==> src/include/phy_defs.svh <==
`ifndef PHY_DEFS_SVH
`define PHY_DEFS_SVH

// Link geometry
`define PHY_LANES  5
`define PHY_SYM_W  10
`define PHY_BYTE_W 8

// Symbols are written abcdei_fghj, bit a in the MSB

// One-symbol commas, RD- forms
`define START_COMMA 10'b001111_1001 // K28.1
`define END_COMMA   10'b001111_0101 // K28.2
`define ACK_COMMA   10'b001111_0011 // K28.3

// Two-symbol commas, matched on lane 1
`define RESEND_PACKET0_COMMA 10'b001111_0010 // K28.4
`define RESEND_PACKET1_COMMA 10'b001111_1010 // K28.5
`define RESEND_PACKET2_COMMA 10'b001111_0110 // K28.6
`define RESEND_PACKET3_COMMA 10'b111010_1000 // K23.7
`define NACK_COMMA           10'b110110_1000 // K27.7

`endif

==> src/verilog/phy_rx_pkg.sv <==
`include "phy_defs.svh"

package phy_rx_pkg;

    // Lane 0 sits in the low ten bits
    typedef logic [`PHY_LANES-1:0][`PHY_SYM_W-1:0] enc_word_t;

    // Lane bytes 0..3 form the payload, lane 4 is {vc, id, req}
    typedef struct packed {
        logic        vc;
        logic [1:0]  id;
        logic [4:0]  req;
        logic [31:0] payload;
    } flit_t;

    typedef enum logic [1:0] {
        SELECT_COMMA_1_FLIT,
        SELECT_COMMA_2_FLIT,
        SELECT_COMMA_DATA
    } comma_len_t;

    typedef enum logic [3:0] {
        START_PACKET_SEL,
        END_PACKET_SEL,
        ACK_SEL,
        RESEND_PACKET0_SEL,
        RESEND_PACKET1_SEL,
        RESEND_PACKET2_SEL,
        RESEND_PACKET3_SEL,
        NACK_SEL,
        DATA_SEL
    } comma_sel_t;

    typedef enum logic [3:0] {
        FMT_LONG_READ   = 4'd0,
        FMT_SHORT_READ  = 4'd1,
        FMT_LONG_WRITE  = 4'd2,
        FMT_SHORT_WRITE = 4'd3,
        FMT_MEM_RESP    = 4'd4,
        FMT_MSG         = 4'd5,
        FMT_SWITCH_CFG  = 4'd6
    } fmt_t;

    // Header views of the first data flit payload
    typedef struct packed {
        fmt_t        fmt;
        logic [3:0]  dest;
        logic [16:0] addr;
        logic [6:0]  length;
    } long_hdr_t;

    typedef struct packed {
        fmt_t        fmt;
        logic [3:0]  dest;
        logic [16:0] rsvd;
        logic [6:0]  length;
    } resp_hdr_t;

    typedef struct packed {
        fmt_t        fmt;
        logic [3:0]  dest;
        logic [7:0]  msg_code;
        logic [8:0]  rsvd;
        logic [6:0]  length;
    } msg_hdr_t;

    typedef struct packed {
        fmt_t        fmt;
        logic [3:0]  dest;
        logic [19:0] addr;
        logic [3:0]  length;  // Words, zero means 16
    } short_hdr_t;

    typedef struct packed {
        enc_word_t  word;
        comma_len_t sel;
        logic       valid;
        logic       err_in;
        logic       rd_err;
    } rx_stage_t;

endpackage

==> src/verilog/rx_lane_capture.sv <==
`timescale 1ns/10ps
`include "phy_defs.svh"

module rx_lane_capture import phy_rx_pkg::*; (
    input  logic       CLK,
    input  logic       nRST,
    input  enc_word_t  enc_flit,
    input  logic       done,
    input  logic       err,
    input  comma_len_t comma_length_sel,
    output rx_stage_t  stage
);
    logic [`PHY_LANES-1:0] rd_q;      // 0 = negative, 1 = positive
    logic [`PHY_LANES-1:0] rd_d;
    logic [`PHY_LANES-1:0] lane_err;
    logic [3:0]            ones [`PHY_LANES];

    // Whole-symbol disparity check per lane
    always_comb begin
        rd_d     = rd_q;
        lane_err = '0;
        for (int i = 0; i < `PHY_LANES; i++) begin
            ones[i] = 4'($countones(enc_flit[i]));
            case (ones[i])
                4'd5: begin
                end
                4'd6: begin
                    if (rd_q[i])
                        lane_err[i] = 1'b1;   // Second positive symbol in a row
                    else
                        rd_d[i] = 1'b1;
                end
                4'd4: begin
                    if (!rd_q[i])
                        lane_err[i] = 1'b1;
                    else
                        rd_d[i] = 1'b0;
                end
                default: lane_err[i] = 1'b1; // Not a legal 8b/10b weight
            endcase
        end
    end

    always_ff @(posedge CLK, negedge nRST) begin
        if (!nRST) begin
            stage <= '0;
            rd_q  <= '0;
        end else begin
            stage.word   <= enc_flit;
            stage.sel    <= comma_length_sel;
            stage.valid  <= done;
            stage.err_in <= err;
            stage.rd_err <= done && (|lane_err);
            if (done)
                rd_q <= rd_d;
        end
    end

    // A valid word only follows a clock spent out of reset
    assert property (@(posedge CLK) $rose(stage.valid) |-> nRST && $past(nRST));

endmodule

==> src/verilog/dec_8b10b.sv <==
`timescale 1ns/10ps
`include "phy_defs.svh"

module dec_8b10b (
    input  logic [`PHY_SYM_W-1:0]  data_in,
    output logic [`PHY_BYTE_W-1:0] data_out,
    output logic                   err
);
    logic [5:0] sb6;
    logic [3:0] sb4;
    logic [4:0] edcba;
    logic [2:0] hgf;
    logic       err6;
    logic       err4;

    assign sb6 = data_in[9:4];

    // K28 in its RD+ form carries an inverted fghj block
    assign sb4 = (sb6 == 6'b110000) ? ~data_in[3:0] : data_in[3:0];

    // 6b/5b, both disparity columns
    always_comb begin
        err6  = 1'b0;
        edcba = '0;
        case (sb6)
            6'b100111, 6'b011000: edcba = 5'd0;
            6'b011101, 6'b100010: edcba = 5'd1;
            6'b101101, 6'b010010: edcba = 5'd2;
            6'b110001:            edcba = 5'd3;
            6'b110101, 6'b001010: edcba = 5'd4;
            6'b101001:            edcba = 5'd5;
            6'b011001:            edcba = 5'd6;
            6'b111000, 6'b000111: edcba = 5'd7;
            6'b111001, 6'b000110: edcba = 5'd8;
            6'b100101:            edcba = 5'd9;
            6'b010101:            edcba = 5'd10;
            6'b110100:            edcba = 5'd11;
            6'b001101:            edcba = 5'd12;
            6'b101100:            edcba = 5'd13;
            6'b011100:            edcba = 5'd14;
            6'b010111, 6'b101000: edcba = 5'd15;
            6'b011011, 6'b100100: edcba = 5'd16;
            6'b100011:            edcba = 5'd17;
            6'b010011:            edcba = 5'd18;
            6'b110010:            edcba = 5'd19;
            6'b001011:            edcba = 5'd20;
            6'b101010:            edcba = 5'd21;
            6'b011010:            edcba = 5'd22;
            6'b111010, 6'b000101: edcba = 5'd23; // Also K23
            6'b110011, 6'b001100: edcba = 5'd24;
            6'b100110:            edcba = 5'd25;
            6'b010110:            edcba = 5'd26;
            6'b110110, 6'b001001: edcba = 5'd27; // Also K27
            6'b001110:            edcba = 5'd28;
            6'b101110, 6'b010001: edcba = 5'd29;
            6'b011110, 6'b100001: edcba = 5'd30;
            6'b101011, 6'b010100: edcba = 5'd31;
            6'b001111, 6'b110000: edcba = 5'd28; // K28
            default:              err6  = 1'b1;
        endcase
    end

    // 4b/3b, primary and alternate x.7 included
    always_comb begin
        err4 = 1'b0;
        hgf  = '0;
        case (sb4)
            4'b1011, 4'b0100: hgf = 3'd0;
            4'b1001:          hgf = 3'd1;
            4'b0101:          hgf = 3'd2;
            4'b1100, 4'b0011: hgf = 3'd3;
            4'b1101, 4'b0010: hgf = 3'd4;
            4'b1010:          hgf = 3'd5;
            4'b0110:          hgf = 3'd6;
            4'b1110, 4'b0001: hgf = 3'd7;
            4'b0111, 4'b1000: hgf = 3'd7;
            default:          err4 = 1'b1;
        endcase
    end

    assign data_out = {hgf, edcba};
    assign err      = err6 | err4;

endmodule

==> src/verilog/rx_flit_framer.sv <==
`timescale 1ns/10ps
`include "phy_defs.svh"

module rx_flit_framer import phy_rx_pkg::*; (
    input  logic                  CLK,
    input  logic                  nRST,
    input  rx_stage_t             stage,
    input  flit_t                 dec_flit,
    input  logic [`PHY_LANES-1:0] dec_err,
    output flit_t                 flit,
    output comma_sel_t            comma_sel,
    output logic [7:0]            curr_packet_size,
    output logic                  err_out,
    output logic                  done_out
);
    typedef enum logic [1:0] {
        LOOK_FOR_START,
        LOOK_FOR_DATA,
        LOOK_FOR_END
    } frame_state_t;

    frame_state_t state, n_state;
    flit_t        n_flit;
    comma_sel_t   n_comma_sel;
    logic [7:0]   n_size;
    long_hdr_t    long_hdr;
    resp_hdr_t    resp_hdr;
    msg_hdr_t     msg_hdr;
    short_hdr_t   short_hdr;
    logic [7:0]   long_len;
    logic [7:0]   resp_len;
    logic [7:0]   msg_len;
    logic [7:0]   short_len;

    assign long_hdr  = dec_flit.payload;
    assign resp_hdr  = dec_flit.payload;
    assign msg_hdr   = dec_flit.payload;
    assign short_hdr = dec_flit.payload;

    // Zero length encodes the maximum
    assign long_len  = (long_hdr.length == '0) ? 8'd128 : {1'b0, long_hdr.length};
    assign resp_len  = (resp_hdr.length == '0) ? 8'd128 : {1'b0, resp_hdr.length};
    assign msg_len   = (msg_hdr.length == '0) ? 8'd128 : {1'b0, msg_hdr.length};
    assign short_len = (short_hdr.length == '0) ? 8'd16 : {4'b0, short_hdr.length};

    always_comb begin
        n_flit      = '0;
        n_comma_sel = START_PACKET_SEL;
        n_size      = curr_packet_size;
        n_state     = state;
        case (stage.sel)
            SELECT_COMMA_1_FLIT: begin
                n_size = '0;
                case (stage.word[0])
                    `START_COMMA: begin
                        n_comma_sel = START_PACKET_SEL;
                        n_state     = LOOK_FOR_DATA;
                    end
                    `END_COMMA: begin
                        n_comma_sel = END_PACKET_SEL;
                        n_state     = LOOK_FOR_START;
                    end
                    `ACK_COMMA: n_comma_sel = ACK_SEL;
                    default: begin
                    end
                endcase
            end
            SELECT_COMMA_2_FLIT: begin
                n_size     = '0;
                n_flit.vc  = dec_flit.payload[7];   // Lane 0 byte carries the retry fields
                n_flit.id  = dec_flit.payload[6:5];
                n_flit.req = dec_flit.payload[4:0];
                case (stage.word[1])
                    `RESEND_PACKET0_COMMA: n_comma_sel = RESEND_PACKET0_SEL;
                    `RESEND_PACKET1_COMMA: n_comma_sel = RESEND_PACKET1_SEL;
                    `RESEND_PACKET2_COMMA: n_comma_sel = RESEND_PACKET2_SEL;
                    `RESEND_PACKET3_COMMA: n_comma_sel = RESEND_PACKET3_SEL;
                    `NACK_COMMA:           n_comma_sel = NACK_SEL;
                    default: begin
                    end
                endcase
            end
            SELECT_COMMA_DATA: begin
                n_flit      = dec_flit;
                n_comma_sel = DATA_SEL;
                if (state == LOOK_FOR_DATA) begin
                    // First flit after start is the header
                    case (long_hdr.fmt)
                        FMT_LONG_READ:   n_size = 8'd3;
                        FMT_SHORT_READ:  n_size = 8'd2;
                        FMT_LONG_WRITE:  n_size = 8'd3 + long_len;
                        FMT_SHORT_WRITE: n_size = 8'd2 + short_len;
                        FMT_MEM_RESP:    n_size = 8'd2 + resp_len;
                        FMT_MSG:         n_size = 8'd2 + msg_len;
                        FMT_SWITCH_CFG:  n_size = 8'd255;
                        default: begin
                        end
                    endcase
                    n_state = LOOK_FOR_END;
                end
            end
            default: begin
            end
        endcase
    end

    always_ff @(posedge CLK, negedge nRST) begin
        if (!nRST) begin
            flit             <= '0;
            comma_sel        <= START_PACKET_SEL;
            curr_packet_size <= '0;
            err_out          <= 1'b0;
            done_out         <= 1'b0;
            state            <= LOOK_FOR_START;
        end else if (stage.valid) begin
            flit             <= n_flit;
            comma_sel        <= n_comma_sel;
            curr_packet_size <= n_size;
            err_out          <= stage.err_in | stage.rd_err | (|dec_err);
            done_out         <= 1'b1;
            state            <= n_state;
        end else begin
            err_out  <= stage.err_in;  // Input error level still passes through
            done_out <= 1'b0;
        end
    end

    // Selection only moves on a word that capture marked valid
    assert property (@(posedge CLK) disable iff (!nRST)
        $changed(comma_sel) |-> $past(stage.valid));

endmodule

==> src/verilog/phy_rx_top.sv <==
`timescale 1ns/10ps
`include "phy_defs.svh"

module phy_rx_top import phy_rx_pkg::*; (
    input  logic       CLK,
    input  logic       nRST,
    input  enc_word_t  enc_flit,
    input  logic       done,
    input  logic       err,
    input  comma_len_t comma_length_sel,
    output flit_t      flit,
    output comma_sel_t comma_sel,
    output logic [7:0] curr_packet_size,
    output logic       err_out,
    output logic       done_out
);
    rx_stage_t             stage;
    flit_t                 dec_flit;
    logic [`PHY_LANES-1:0] dec_err;

    rx_lane_capture i_capture (
        .CLK              (CLK),
        .nRST             (nRST),
        .enc_flit         (enc_flit),
        .done             (done),
        .err              (err),
        .comma_length_sel (comma_length_sel),
        .stage            (stage)
    );

    // One decoder per lane, byte i of the flit from symbol i
    for (genvar i = 0; i < `PHY_LANES; i++) begin : g_lane_dec
        dec_8b10b i_dec (
            .data_in  (stage.word[i]),
            .data_out (dec_flit[i*`PHY_BYTE_W +: `PHY_BYTE_W]),
            .err      (dec_err[i])
        );
    end

    rx_flit_framer i_framer (
        .CLK              (CLK),
        .nRST             (nRST),
        .stage            (stage),
        .dec_flit         (dec_flit),
        .dec_err          (dec_err),
        .flit             (flit),
        .comma_sel        (comma_sel),
        .curr_packet_size (curr_packet_size),
        .err_out          (err_out),
        .done_out         (done_out)
    );

endmodule

==> config.mk <==
export PLATFORM = sky130hd
export DESIGN_NAME = phy_rx_top
export DESIGN_NICKNAME = d
export VERILOG_FILES = /design/src/verilog/phy_rx_pkg.sv /design/src/verilog/rx_lane_capture.sv /design/src/verilog/dec_8b10b.sv /design/src/verilog/rx_flit_framer.sv /design/src/verilog/phy_rx_top.sv
export VERILOG_INCLUDE_DIRS = /design/src /design/src/include
export SDC_FILE = /design/constraint.sdc
export NUM_CORES = 1
export LEC_CHECK = 0
export BUFFER_PORTS_ARGS = -buffer_cell sky130_fd_sc_hd__buf_2
export CAP_MARGIN = 20
export CORE_MARGIN = 2
export CORE_UTILIZATION = 50
export CTS_BUF_LIST = sky130_fd_sc_hd__clkbuf_4
export CTS_CLUSTER_DIAMETER = 40
export DETAILED_ROUTE_END_ITERATION = 6
export HOLD_SLACK_MARGIN = 0.08
export PLACE_DENSITY_LB_ADDON = 0.25
export SLEW_MARGIN = 10
export SYNTH_ARGS = -nofsm -noshare
export SYNTH_HDL_FRONTEND = slang
export SYNTH_SLANG_ARGS = --single-unit
==> constraint.sdc <==
create_clock -name CLK -period 3.7 [get_ports CLK]
set_clock_uncertainty 0.1 [all_clocks]
set_input_delay 0.185 -clock CLK [delete_from_list [all_inputs] [get_ports CLK]]
set_output_delay 0.185 -clock CLK [all_outputs]
set_load 0.01 [all_outputs]
# [Word-level counts from Yosys, hierarchy flattened]
# Cells that the tools add are included.
[totals] regBits=116 output_inout_bits=54 word_cells=606 in_bits=56
[classes] mux=60 n_reduce_logical=118 n_eq_ne=345 n_addsub=48 bitwise=12
[ops] op="$pmux 5 s31" n=5
[ops] op="$eq 6x6->1 const B" n=120
[ops] op="$eq 6x5->1 const B" n=70
[ops] op="$reduce_or 48->1" n=5
[ops] op="$eq 6x4->1 const B" n=35
[ops] op="$reduce_or 2->1" n=77
[ops] op="$eq 4x3->1 const B" n=38
[ops] op="$eq 4x4->1 const B" n=35
[ops] op="$pmux 3 s7" n=5
[ops] op="$eq 6x3->1 const B" n=15
[ops] op="$add 4x4->4" n=20
[ops] op="$reduce_or 14->1" n=5
[ops] op="$eq 10x8->1 const B" n=6
[ops] op="$add 1x1->2" n=25
[ops] op="$eq 4x2->1 const B" n=12
[ops] op="$pmux 8 s6" n=1
[ops] op="$mux 32" n=1
[ops] op="$pmux 8 s2" n=2
[ops] op="$add 2x8->8 const A" n=3
[ops] op="$eq 4x1->1 const B" n=6
[ops] op="$mux 1" n=22
[ops] op="$eq 10x10->1 const B" n=2
[ops] op="$mux 4" n=5
[ops] op="$not 4->4" n=5
[ops] op="other kinds (24)" n=63

# [Longest topological paths before layout]
[depth] ltp_word=11 depth_mapped=17 depth_no_buf=15

# [Hierarchy]
# A second synthesis with hierarchy kept.
[hier_totals] hier_cells=1105 area_unflattened_um2=9491.6
[by_module_without_submodules] mod="dec_8b10b" area_per_inst_um2=747.0 cells_per_inst=114 seq_area_each_um2=0.0 n_inst=5
[by_module_without_submodules] mod="rx_flit_framer" area_per_inst_um2=3040.4 cells_per_inst=339 seq_area_each_um2=1401.3 n_inst=1
[by_module_without_submodules] mod="rx_lane_capture" area_per_inst_um2=2716.4 cells_per_inst=196 seq_area_each_um2=1501.4 n_inst=1

# [Least setup slack after synthesis]
# OpenSTA, ideal clock, no wires.
[synth_timing] kind="input -> register" from="input enc_flit[38] (netlist bit)" to="register i_capture.stage[0] (netlist name)" cell_stages=11 setup_ps=119 arrival_ps=3035 slack_ps=446 path_buffers=0 required_ps=3481 path_cell_list="ha_1 > inv_1 > fa_1 > fa_1 > fa_1 > inv_1 > fa_1 > xnor2_1 > nor4_1 > nand4_1 > o21a_1"
[synth_via] elab_chain_cells=6 elab_cells_between_ends=8 cone_classes="add/sub: 2; eq/ne: 3; mux: 1; reduce/logical: 2"
[synth_rtl] element="start: declaration" line="phy_rx_top.sv:7" source="input enc_word_t enc_flit,"
[synth_rtl] element="$add 1x1->2 (implied by the code) (*)" line="rx_lane_capture.sv:23" source="ones[i] = 4'($countones(enc_flit[i]));"
[synth_rtl] element="$add 4x4->4 (implied by the code) (*)" line="rx_lane_capture.sv:23"
[synth_rtl] element="$eq 4x3->1" line="rx_lane_capture.sv:24" source="case (ones[i])"
[synth_rtl] element="$pmux 1 s3 (*)" line="rx_lane_capture.sv:24"
[synth_rtl] element="$reduce_or 5->1 (*)" line="rx_lane_capture.sv:53" source="stage.rd_err <= done && (|lane_err);"
[synth_rtl] element="$logic_and 1x1->1 (*)" line="rx_lane_capture.sv:53"
# Mark *: on every way between the ends. The rest lies on a longest branch, timed or not.
# A chain may end at the register's enable or synchronous reset.

# [Worst setup path in the final report]
[layout_timing] from="input enc_flit[8] (netlist bit)" to="register i_capture.stage[0] (netlist name)"
[layout_via] elab_chain_cells=6 elab_cells_between_ends=8 cone_classes="add/sub: 2; eq/ne: 3; mux: 1; reduce/logical: 2"
[layout_rtl] element="$add 1x1->2 (implied by the code) (*)" line="rx_lane_capture.sv:23"
[layout_rtl] element="$add 4x4->4 (implied by the code) (*)" line="rx_lane_capture.sv:23"
[layout_rtl] element="$eq 4x3->1" line="rx_lane_capture.sv:24"
[layout_rtl] element="$pmux 1 s3 (*)" line="rx_lane_capture.sv:24"
[layout_rtl] element="$reduce_or 5->1 (*)" line="rx_lane_capture.sv:53"
[layout_rtl] element="$logic_and 1x1->1 (*)" line="rx_lane_capture.sv:53"
# Marks and branches as above.

==> out/qor.yml <==
status:
  status: "finished clean"
synthesis:
  synth_top_area_share_pct: 29.1
  syn_inst: 1233
  synth_nets: 1363
  yosysMostFrequentCell: "inv_1"
  syn_area_sq_um: 9980
  synth.distinct_cells: 84
  synth_edf_count: 0
  synthTopCellsByCount: "118 x inv_1, 116 x dfrtp_1, 111 x nand2_1, 84 x o21ai_0, 80 x clkbuf_1"
  ys_seq_area_share_pct: 29.1
  synth_area_leader_cell: "dfrtp_1"
  ys_ff_latch: 116
  syn_avg_cell_area_sq_um: 8.09
  synthTopCellsByArea: "dfrtp_1 29%, fa_1 6.0%, ha_1 5.5%, inv_1 4.4%, o21ai_0 4.2%"
  ys.flop_type: "dfrtp_1"
  async_flop_share_pct: 100
  synth_warnings: 0
drt:
  vias: 9690
  first_pass_iters: 5
  drt_wl_total_microns: 27600
  ant_nets: 0
  viasPerCell: 5.97
  drc: 0
  drt-initial-drc-count: 998
  wire_per_inst_microns: 17.0
pwr:
  powerDensity_nw_per_um2: 346
  vdd_drop_max_mv: 0.316
  p_leak_nw: 5.18
  p_total_mw: 4.00
critical_path:
  crit_path_end_kind: "flop"
  arrival_ns: 3.91
  r2r_setup_slack_ns: 0.26
  cp-start-kind: "input port"
  reg2reg_depth: 13
  crit_path_end: "i_capture.stage[0]$_DFF_PN0_"
  critPathLaunch: "enc_flit[8]"
  crit_fanout: 2
  cp.required_ns: 4.06
  r2r_start: "i_capture.stage[13]$_DFF_PN0_"
  reg2reg_to: "i_framer.curr_packet_size[5]$_DFFE_PN0P_"
  worstSetupPathType: "input port to flop"
sta:
  slew_headroom_pct: 34.9
  fin_ws_ns: 0.157
  slew_violations: 0
  hold_viol: 0
  setup_violations: 0
  layout_min_cycle_time_ns: 3.54
  hold-worst-slack_ns: 0.161
  tightestPinTransition_ns: 0.976
  setup_tns_ns: 0
  final.period_utilization_pct: 95.7
  rsz0062_at_grt: "false"
  fmax_mhz: 282
clocking:
  htree_levels: 4
  cts_tree: "built"
  clkSinkCount: 116
  cts_buffers: 17
  insertion_delay_ns: 0.57
  root_buffer: "clkbuf_4"
  cts_buffer_depth: 2
  clk_pin_slew_ns: 0.13
floorplanning:
  die_area_sq_um: 21100
  start_util_pct: 51.1
  fp.dieW_microns: 145
  core_region_area_sq_um: 19500
  row_count: 51
  die_h_microns: 145
  ioPinCount: 110
layout:
  drive_gt1_share_pct: 15.6
  fin_util_pct: 59.2
  final_cell_area_sq_um: 11600
  area_delta_synth_final_pct: 16.0
  fin_cells: 1624
  fin_nets: 1475
hold_path:
  holdCritPathClass: "input port to flop"
global_route:
  grt_pass1_vias: 8711
  grtUsageTotal_pct: 26.0
  grt_max_degree: 81
  met1_usage_pct: 37.0
  grt_busiest_layer: "met2"
  grt_util_met2_pct: 41.0
  antenna_found_initial: 1
  overflow: 0
  grt_pass1_wl_microns: 44900
  use_met3_pct: 4.40
job:
  cap_violations: 0
placed_design:
  dp_hpwl_microns: 19300
  post_dp_cell_area_sq_um: 10700
  port_buffers: 109
  dp_cells: 1534
  gp_congestion: 0.941
  dpl_worst_slack_ns: 0.0727
-- final cells by class --
cell class / count / area [sq um]
clock inverter: 14 / 174
antenna: 1 / 2.50
inverter: 123 / 462
multi-input combinational: 888 / 6180
timing repair buffer: 199 / 1380
tap: 265 / 332
sequential: 116 / 2900
clock buffer: 18 / 135
fill: 1766 / 7960
-- worst min path at each step --
stage,cells past startpoint,start,end
final,2,enc_flit[23],i_capture.stage[28]$_DFF_PN0_
after global routing,2,enc_flit[20],i_capture.stage[25]$_DFF_PN0_
after CTS,2,enc_flit[23],i_capture.stage[28]$_DFF_PN0_
after detailed placement,1,comma_length_sel[0],i_capture.stage[3]$_DFF_PN0_
after global placement,1,err,i_capture.stage[1]$_DFF_PN0_
after floorplan,0,nRST,i_capture.rd_q[0]$_DFFE_PN0P_
-- metal layers --
| metal | wire length (microns) | share of wire, % |
|---|---|---|
| met1 | 12400 | 45 |
| met2 | 12800 | 46 |
| met3 | 1800 | 6.5 |
| met4 | 586 | 2.1 |
| met5 | 0 | 0 |
-- kinds of logic after synthesis --
logic type / synth area share (%)
adders and majority gates: 11.9
AOI/OAI and AO/OA: 27.2
buffers and inverters: 9.04
muxes: 2.03
xor gates and xnor gates: 2.88
and+or+nand+nor: 17.8
DFF: 29.1
-- critical path, cell delays in order --
cell and delay [ns]:
dlygate4sd3_1 0.53, buf_2 0.13, ha_1 0.27, inv_1 0.05, fa_1 0.57, fa_1 0.45, fa_1 0.39, inv_1 0.10
fa_2 0.48, xnor2_1 0.16, nor4_1 0.29, nand4_1 0.12, o21a_1 0.18
-- flip-flops by register name, summed over array words and instances (netlist names) --
signal and count:
i_framer.done_out 1, i_capture.rd_q 5, i_framer.flit 40, i_framer.state 2, i_framer.err_out 1, i_framer.curr_packet_size 8
i_framer.comma_sel 4, i_capture.stage 55
-- layout by cell type (no fill, tap or decap), types with 20 or more instances in the layout --
cell type / instances
o22ai_1: 24
a211oi_1: 20
dfrtp_1: 116
inv_1: 118
a21oi_1: 77
nor3_1: 20
o2bb2ai_1: 25
nand3_1: 33
buf_2: 108
a31oi_1: 25
o21ai_0: 84
ha_1: 44
dlygate4sd3_1: 56
o211ai_1: 20
fa_1: 29
nand2_1: 111
buf_4: 34
nand2b_1: 29
nor2_1: 78
-- timing repair --
action	4_1_cts	5_1_grt
endpoints found under the setup margin	0	2
buffers inserted	0	0
hold buffers	55	1
resized for setup	0	2
hold endpoints to repair	138	20
-- power by group --
part           internal, mW  switching, mW  total [mW]
Combinational         0.642          0.776        1.42
Sequential             1.36          0.159        1.52
Clock                 0.483          0.575        1.06
(Power assumes the default switching activity.)
